### config.mk
export PLATFORM = sky130hd
export DESIGN_NAME = retire_unit
export DESIGN_NICKNAME = d
export VERILOG_FILES = /design/src/retire_pkg.sv /design/src/retire_buffer.sv /design/src/retire_unit.sv /design/src/rob_tracker.sv
export SDC_FILE = /design/constraint.sdc
export NUM_CORES = 2
export LEC_CHECK = 0
export ABC_CLOCK_PERIOD_IN_PS = 29300
export BUFFER_PORTS_ARGS = -buffer_cell sky130_fd_sc_hd__buf_4
export CORE_MARGIN = 1.5
export CORE_UTILIZATION = 50
export DETAILED_ROUTE_END_ITERATION = 16
export PLACE_DENSITY = 0.66
export REMOVE_ABC_BUFFERS = 1
export SLEW_MARGIN = 10
export SYNTH_ARGS = -nofsm -noshare
export SYNTH_HDL_FRONTEND = slang
export SYNTH_HIERARCHICAL = 1
export SYNTH_SLANG_ARGS = --single-unit
### constraint.sdc
create_clock -name clock -period 29.3 [get_ports clock]
set_input_delay 5.86 -clock clock [delete_from_list [all_inputs] [get_ports clock]]
set_output_delay 5.86 -clock clock [all_outputs]
set_load 0.01 [all_outputs]
### src/retire_pkg.sv
package retire_pkg;

    // reorder buffer depth, kept a power of two so the pointers wrap on their own
    localparam int rob_sz = 16;

    // data path widths
    localparam int word_w    = 32;
    localparam int reg_idx_w = 5;

    // reorder index, one slot per entry
    typedef logic [$clog2(rob_sz)-1:0] rob_idx_t;

    // data word for results, operands and pcs
    typedef logic [word_w-1:0] word_t;

    // architectural destination register
    typedef logic [reg_idx_w-1:0] reg_idx_t;

    // functional unit class of a completed instruction
    typedef logic [1:0] funit_t;

    localparam funit_t funit_alu    = 2'd0;
    localparam funit_t funit_load   = 2'd1;
    localparam funit_t funit_store  = 2'd2;
    localparam funit_t funit_branch = 2'd3;

    // memory access size
    typedef logic [1:0] mem_size_t;

    localparam mem_size_t mem_byte = 2'd0;
    localparam mem_size_t mem_half = 2'd1;
    localparam mem_size_t mem_word = 2'd2;

    // data memory command
    typedef logic [1:0] bus_cmd_t;

    localparam bus_cmd_t bus_none  = 2'd0;
    localparam bus_cmd_t bus_load  = 2'd1;
    localparam bus_cmd_t bus_store = 2'd2;

    // exception status reported at commit
    // priority: illegal, halt, load fault, none
    typedef logic [1:0] exc_code_t;

    localparam exc_code_t exc_none       = 2'd0;
    localparam exc_code_t exc_illegal    = 2'd1;
    localparam exc_code_t exc_halt       = 2'd2;
    localparam exc_code_t exc_load_fault = 2'd3;

    // load fault when the memory response tag is zero
    localparam logic [3:0] mem_resp_fault = 4'h0;

endpackage

### src/retire_buffer.sv
`timescale 1ns/1ps

module retire_buffer
    import retire_pkg::*;
(
    input  logic       clock,
    input  logic       arst_n,
    input  logic       flush,

    // head from the tracker
    input  rob_idx_t   rob_head,

    // completion from the execution units
    input  logic       complete_valid,
    input  rob_idx_t   complete_index,
    input  funit_t     complete_funit,
    input  mem_size_t  complete_mem_size,
    input  word_t      complete_result,
    input  word_t      complete_opb,
    input  word_t      complete_npc,
    input  word_t      complete_reg_data,
    input  logic       complete_illegal,
    input  logic       complete_halt,
    input  logic       complete_reg_en,
    input  reg_idx_t   complete_reg_idx,
    input  logic [3:0] mem_response,

    // back to the tracker
    output logic       move_head,

    // registered commit outputs
    output logic       commit_valid,
    output logic       commit_reg_en,
    output exc_code_t  commit_error,
    output reg_idx_t   commit_reg_idx,
    output word_t      commit_reg_data,
    output word_t      commit_npc,

    // data memory store port
    output bus_cmd_t   dmem_command,
    output mem_size_t  dmem_size,
    output word_t      dmem_addr,
    output word_t      dmem_data
);

    // exception status of the incoming completion
    exc_code_t in_error;

    // completion lands on the head this cycle
    logic do_forward;

    // per slot valid bits
    logic [rob_sz-1:0] slot_valid;

    // per slot payload
    funit_t    slot_funit    [rob_sz];
    mem_size_t slot_mem_size [rob_sz];
    word_t     slot_result   [rob_sz];
    word_t     slot_opb      [rob_sz];
    word_t     slot_npc      [rob_sz];
    word_t     slot_reg_data [rob_sz];
    logic      slot_reg_en   [rob_sz];
    reg_idx_t  slot_reg_idx  [rob_sz];
    exc_code_t slot_error    [rob_sz];

    // outgoing entry, forwarded or buffered head
    logic      out_valid;
    funit_t    out_funit;
    mem_size_t out_mem_size;
    word_t     out_result;
    word_t     out_opb;
    word_t     out_npc;
    word_t     out_reg_data;
    logic      out_reg_en;
    reg_idx_t  out_reg_idx;
    exc_code_t out_error;

    // classify by priority
    always_comb begin
        if (complete_illegal) begin
            in_error = exc_illegal;
        end else if (complete_halt) begin
            in_error = exc_halt;
        end else if (complete_funit == funit_load && mem_response == mem_resp_fault) begin
            in_error = exc_load_fault;
        end else begin
            in_error = exc_none;
        end
    end

    assign do_forward = complete_valid && (complete_index == rob_head);

    // pick the entry that retires this cycle
    always_comb begin
        if (do_forward) begin
            out_valid    = 1'b1;
            out_funit    = complete_funit;
            out_mem_size = complete_mem_size;
            out_result   = complete_result;
            out_opb      = complete_opb;
            out_npc      = complete_npc;
            out_reg_data = complete_reg_data;
            out_reg_en   = complete_reg_en;
            out_reg_idx  = complete_reg_idx;
            out_error    = in_error;
        end else begin
            out_valid    = slot_valid[rob_head];
            out_funit    = slot_funit[rob_head];
            out_mem_size = slot_mem_size[rob_head];
            out_result   = slot_result[rob_head];
            out_opb      = slot_opb[rob_head];
            out_npc      = slot_npc[rob_head];
            out_reg_data = slot_reg_data[rob_head];
            out_reg_en   = slot_reg_en[rob_head];
            out_reg_idx  = slot_reg_idx[rob_head];
            out_error    = slot_error[rob_head];
        end
    end

    // retire one per cycle, never while flushing
    assign move_head = out_valid && !flush;

    // store goes out in the retirement cycle
    assign dmem_command = (move_head && out_funit == funit_store) ? bus_store : bus_none;
    assign dmem_size    = out_mem_size;
    assign dmem_addr    = out_result;
    assign dmem_data    = out_opb;

    // valid bits: set on buffered completion, cleared on retire or flush
    always_ff @(posedge clock or negedge arst_n) begin
        if (!arst_n) begin
            slot_valid <= '0;
        end else if (flush) begin
            slot_valid <= '0;
        end else begin
            if (complete_valid && !do_forward) begin
                slot_valid[complete_index] <= 1'b1;
            end
            // forwarded head never sat in its slot
            if (move_head && !do_forward) begin
                slot_valid[rob_head] <= 1'b0;
            end
        end
    end

    // slot payload, written only for non forwarded completions
    always_ff @(posedge clock) begin
        if (complete_valid && !do_forward) begin
            slot_funit[complete_index]    <= complete_funit;
            slot_mem_size[complete_index] <= complete_mem_size;
            slot_result[complete_index]   <= complete_result;
            slot_opb[complete_index]      <= complete_opb;
            slot_npc[complete_index]      <= complete_npc;
            slot_reg_data[complete_index] <= complete_reg_data;
            slot_reg_en[complete_index]   <= complete_reg_en;
            slot_reg_idx[complete_index]  <= complete_reg_idx;
            slot_error[complete_index]    <= in_error;
        end
    end

    // commit pulse and status, one cycle after retirement
    always_ff @(posedge clock or negedge arst_n) begin
        if (!arst_n) begin
            commit_valid  <= 1'b0;
            commit_reg_en <= 1'b0;
            commit_error  <= exc_none;
        end else begin
            commit_valid <= move_head;
            if (move_head) begin
                commit_reg_en <= out_reg_en;
                commit_error  <= out_error;
            end
        end
    end

    // commit payload
    always_ff @(posedge clock) begin
        if (move_head) begin
            commit_reg_idx  <= out_reg_idx;
            commit_reg_data <= out_reg_data;
            commit_npc      <= out_npc;
        end
    end

endmodule

### src/retire_unit.sv
`timescale 1ns/1ps

module retire_unit
    import retire_pkg::*;
(
    input  logic       clock,
    input  logic       arst_n,
    input  logic       flush,

    // dispatch
    input  logic       dispatch_valid,
    output logic       dispatch_ready,
    output rob_idx_t   dispatch_index,

    // completion
    input  logic       complete_valid,
    input  rob_idx_t   complete_index,
    input  funit_t     complete_funit,
    input  mem_size_t  complete_mem_size,
    input  word_t      complete_result,
    input  word_t      complete_opb,
    input  word_t      complete_npc,
    input  word_t      complete_reg_data,
    input  logic       complete_illegal,
    input  logic       complete_halt,
    input  logic       complete_reg_en,
    input  reg_idx_t   complete_reg_idx,
    input  logic [3:0] mem_response,

    // commit
    output logic       commit_valid,
    output logic       commit_reg_en,
    output exc_code_t  commit_error,
    output reg_idx_t   commit_reg_idx,
    output word_t      commit_reg_data,
    output word_t      commit_npc,

    // data memory
    output bus_cmd_t   dmem_command,
    output mem_size_t  dmem_size,
    output word_t      dmem_addr,
    output word_t      dmem_data,

    output logic       rob_empty
);

    // head handshake between tracker and buffer
    rob_idx_t rob_head;
    logic     move_head;

    rob_tracker i_tracker (
        .clock          (clock),
        .arst_n         (arst_n),
        .flush          (flush),
        .dispatch_valid (dispatch_valid),
        .dispatch_ready (dispatch_ready),
        .dispatch_index (dispatch_index),
        .move_head      (move_head),
        .rob_head       (rob_head),
        .rob_empty      (rob_empty)
    );

    retire_buffer i_buffer (
        .clock             (clock),
        .arst_n            (arst_n),
        .flush             (flush),
        .rob_head          (rob_head),
        .complete_valid    (complete_valid),
        .complete_index    (complete_index),
        .complete_funit    (complete_funit),
        .complete_mem_size (complete_mem_size),
        .complete_result   (complete_result),
        .complete_opb      (complete_opb),
        .complete_npc      (complete_npc),
        .complete_reg_data (complete_reg_data),
        .complete_illegal  (complete_illegal),
        .complete_halt     (complete_halt),
        .complete_reg_en   (complete_reg_en),
        .complete_reg_idx  (complete_reg_idx),
        .mem_response      (mem_response),
        .move_head         (move_head),
        .commit_valid      (commit_valid),
        .commit_reg_en     (commit_reg_en),
        .commit_error      (commit_error),
        .commit_reg_idx    (commit_reg_idx),
        .commit_reg_data   (commit_reg_data),
        .commit_npc        (commit_npc),
        .dmem_command      (dmem_command),
        .dmem_size         (dmem_size),
        .dmem_addr         (dmem_addr),
        .dmem_data         (dmem_data)
    );

endmodule

### src/rob_tracker.sv
`timescale 1ns/1ps

module rob_tracker
    import retire_pkg::*;
(
    input  logic     clock,
    input  logic     arst_n,
    input  logic     flush,

    // dispatch side
    input  logic     dispatch_valid,
    output logic     dispatch_ready,
    output rob_idx_t dispatch_index,

    // retire side
    input  logic     move_head,
    output rob_idx_t rob_head,
    output logic     rob_empty
);

    // occupancy runs 0 to rob_sz, so one bit wider than an index
    logic [$clog2(rob_sz):0] count;

    rob_idx_t head;
    rob_idx_t tail;

    logic dispatch_fire;

    // a dispatch only lands when there is room
    assign dispatch_fire = dispatch_valid && dispatch_ready;

    // full and empty straight from the count
    assign dispatch_ready = (count != rob_sz);
    assign rob_empty      = (count == '0);

    // next index handed out is the tail
    assign dispatch_index = tail;
    assign rob_head       = head;

    // tail pointer
    always_ff @(posedge clock or negedge arst_n) begin
        if (!arst_n) begin
            tail <= '0;
        end else if (flush) begin
            tail <= '0;
        end else if (dispatch_fire) begin
            // power of two depth, plain increment wraps
            tail <= tail + 1'b1;
        end
    end

    // head pointer, moved by the retire buffer
    always_ff @(posedge clock or negedge arst_n) begin
        if (!arst_n) begin
            head <= '0;
        end else if (flush) begin
            head <= '0;
        end else if (move_head) begin
            head <= head + 1'b1;
        end
    end

    // occupancy
    always_ff @(posedge clock or negedge arst_n) begin
        if (!arst_n) begin
            count <= '0;
        end else if (flush) begin
            count <= '0;
        end else begin
            case ({dispatch_fire, move_head})
                // dispatch only
                2'b10: begin
                    count <= count + 1'b1;
                end
                // retire only
                2'b01: begin
                    count <= count - 1'b1;
                end
                // both or neither, no change
                default: begin
                    count <= count;
                end
            endcase
        end
    end

endmodule
==> flow_metrics.py <==
metrics = {
    "timing": {
        "fin_worst_hold_slack_ns": 0.5092,
        "clock.fmax_mhz": 68.55,
        "postLayoutSetupSlackWorst_ns": 14.71,
        "timing.final.crit_period_ns": 14.59,
        "worst_relative_slew_slack_pct": 18.04,
        "fin_skew_ns": 0.03645,
        "timing_hold_violations_final": 0,
        "final_max_slew_viol_count": 0,
        "rsz0062_at_grt": "false",
        "setup_viol": 0,
        "timing_worst_slew_pin_value_ns": 1.229,
        "final.period_utilization_pct": 49.78,
    },
    "clocking": {
        "clock_latency_ns": 0.89,
        "number_of_resized_instances_in_the_post_cts_repair_step": 0,
        "cts.reportedPaths.clkPinSlew_ns": 0.07,
        "cts_buffers": 228,
        "cts_buffer_depth": 3,
        "cts_post_setup_buffers_inserted": 0,
        "cts-root-buf": "clkbuf_16",
        "cts_tree": "built",
        "tritoncts_num_sinks": 2342,
        "holdBufCountCts": 0,
        "clock_tree.htree_level_count": 4,
    },
    "synthesis": {
        "sequential_cell_area_fraction_in_the_yosys_report_pct": 78.02,
        "synth_area_mm2": 0.08993,
        "postSynthCellCount": 3860,
        "synth_area_leaders": "edfxtp_1 (77%), mux4_2 (17%), nand2_1 (1.8%)",
        "post-synth-top-area-fraction_pct": 77.10,
        "asyncSetResetFlopFracSynth_pct": 1.409,
        "syn-mean-instance-area_um2": 23.30,
        "synth.most_common_cell": "edfxtp_1",
        "synth_cell_type_count": 64,
        "yosysWarningCount": 6,
        "post-synth-top-area-cell": "edfxtp_1",
        "yosys-top-cells-count": "edfxtp_1 (2309), mux4_2 (694), nand2_1 (421)",
        "ys_seq_elements": 2342,
        "number_of_synthesized_flops_with_an_enable_pin": 2309,
        "postSynth.topFlopCell": "edfxtp_1",
    },
    "floorplanning": {
        "floorplan.initialDensity_pct": 50.35,
        "row_count": 155,
        "die_y_um": 427.1,
        "fp.coreArea_mm2": 0.1786,
        "ioPinCount": 300,
        "die_x_um": 427.1,
        "die-area_mm2": 0.1824,
    },
    "critical_path": {
        "cp-start-kind": "primary input",
        "crit_chain": "buf_4 > xor2_1 > nor4_2 > and2_4 > buf_12 > nor3_1 > o31a_1 > buf_4",
        "end_kind": "output port",
        "setup.reg_to_reg.worst_slack_ns": 24.44,
        "crit_arrival_ns": 8.73,
        "cp_slowest_stage_delay_ns": 0.67,
        "slowest_stage_cell_crit_path": "nor4_2",
        "path_max_fanout": 81,
        "worst-endpoint-required_ns": 23.44,
        "critical_path_class": "in2out",
        "cp_most_frequent_cell": "buf_4",
        "path_buf_inv": 3,
        "crit_family": "simple AND/OR/NAND/NOR gates",
    },
    "place": {
        "io_buffers": 298,
        "dp_hpwl_um": 99450,
        "dpl-instance-area_mm2": 0.09498,
        "globalplace.congestion": 0.7220,
        "pre_cts_ws_ns": 14.75,
    },
    "min_path": {
        "holdCritPathClass": "reg2reg",
    },
    "global_routing": {
        "gr-total-overflow": 0,
        "grt_usage_pct": 22.71,
        "grt_start_max_net_pins": 125,
        "antenna_found_initial": 18,
        "via_count_of_the_first_global_routing_pass": 42370,
        "grt_first_pass_wirelength_um": 296000,
    },
    "power_and_ir_drop": {
        "p_per_area_mw_per_mm2": 66.46,
        "leakagePower_nw": 31.79,
        "post-layout-total-power_mw": 6.796,
        "max-vdd-ir-drop_uv": 50.80,
    },
    "detailed_routing": {
        "route.met3.wl_um": 13600,
        "drtIter0Drc": 4768,
        "dr_total_vias": 41420,
        "detail_routed_net_length_per_standard_cell_um": 30.10,
        "drt_drc_violations_left": 0,
        "vias_per_cell": 6.078,
        "wl_met1_um": 86470,
        "maxUsedRoutingLayer": "met5",
        "drt-total-wl_um": 205100,
        "first_pass_iters": 7,
        "antenna_violating_nets_remaining": 0,
        "wl_met2_um": 100700,
    },
    "flow_run": {
        "maxCapViolCount": 0,
    },
    "final_layout": {
        "fin_nets": 4420,
        "fraction_of_final_layout_cells_with_drive_strength_greater_than_1_pct": 32.31,
        "layout.core_utilization_pct": 57.25,
        "final_area_mm2": 0.1023,
        "areaGrowthSynthToFinish_pct": 13.71,
    },
    "run_status": {
        "status": "finished clean",
    },
}
-- per-stage QoR --
stage	std cells	TNS [ns]
finish	6814	0
detailed placement	6388	0
floorplan	3658	-1128.32
global placement	6388	0
CTS	6809	0
global route	6812	0
-- routing by layer --
metal  track usage [%]  vias up
met2             36.36     1571
met4             5.638       12
met3             3.703      278
met1             33.05    22460
li1                  -    17090
met5                 0        -
-- path summary, 6_finish.rpt --
kind | endpoint | startpoint | cells past startpoint
max reg2reg | i_buffer/commit_reg_data[23]$_DFFE_PP_ | i_tracker/rob_head[0]$_DFFE_PN0P_ | 7
min in group asynchronous | i_tracker/count[4]$_DFFE_PN0P_ | arst_n | 1
min | i_buffer/commit_error[0]$_DFFE_PN0P_ | i_buffer/commit_error[0]$_DFFE_PN0P_ | 1
min reg2reg | i_buffer/commit_error[0]$_DFFE_PN0P_ | i_buffer/commit_error[0]$_DFFE_PN0P_ | 1
max | dmem_command[1] | complete_index[1] | 8
max in group asynchronous | i_tracker/rob_head[3]$_DFFE_PN0P_ | arst_n | 1
-- sequential cells by signal, indices dropped and copies added, names as in the netlist --
name                      flops
i_buffer/commit_error         2
i_buffer/slot_funit          32
i_buffer/slot_reg_en         16
i_buffer/slot_mem_size       32
i_buffer/slot_error          32
i_buffer/commit_npc          32
i_tracker/rob_head            4
i_buffer/slot_result        512
i_buffer/slot_opb           512
i_buffer/slot_valid          16
i_buffer/commit_reg_idx       5
i_tracker/count               5
i_buffer/commit_valid         1
i_buffer/slot_reg_data      512
i_buffer/commit_reg_en        1
i_buffer/slot_npc           512
i_buffer/commit_reg_data     32
i_buffer/slot_reg_idx        80
i_tracker/dispatch_index      4
-- final cells by class --
type | count | area (um2)
tap | 2355 | 2947
inverter | 7 | 26.28
fill | 12830 | 76360
clock inverter | 145 | 1384
sequential | 2342 | 70180
timing repair buffer | 375 | 3053
antenna | 5 | 12.51
clock buffer | 276 | 5886
multi-input combinational | 1309 | 18770
-- layout by cell type (no fill, tap or decap), drive strengths merged, types with 3 or more instances in the layout --
cell / instances
a311oi: 4
nand3: 8
clkinv: 109
mux4: 694
inv: 16
nor3: 8
o21ai: 3
buf: 375
dfrtp: 33
clkinvlp: 10
nor2: 29
xnor2: 4
a31oi: 7
nor4: 4
nor2b: 8
nand2b: 7
ha: 4
xor2: 8
nand2: 421
a211oi: 18
bufinv: 17
edfxtp: 2309
clkbuf: 276
a21oi: 20
diode: 5
mux2i: 11
mux2: 12
-- report_power, final --
part / internal [mW] / total [mW] / switching (mW)
Combinational: 0.0758 / 0.200 / 0.125
Sequential: 3.74 / 3.76 / 0.0154
Clock: 1.59 / 2.84 / 1.25
Total: 5.40 / 6.80 / 1.39
-- logic make-up (layout without fill, tap and decap cells) --
logic type / after synthesis / after routing / synth area share [%]
buf+inv: 209 / 803 / 1.244
mux: 717 / 717 / 17.66
xor+xnor: 12 / 12 / 0.1169
simple gates: 501 / 501 / 2.271
flops: 2342 / 2342 / 78.02
fa+ha+maj: 4 / 4 / 0.05566
other cells: 1 / 6 / 0.004170
compound gates: 74 / 74 / 0.6289
No activity file was read; power rests on OpenSTA's default activity.
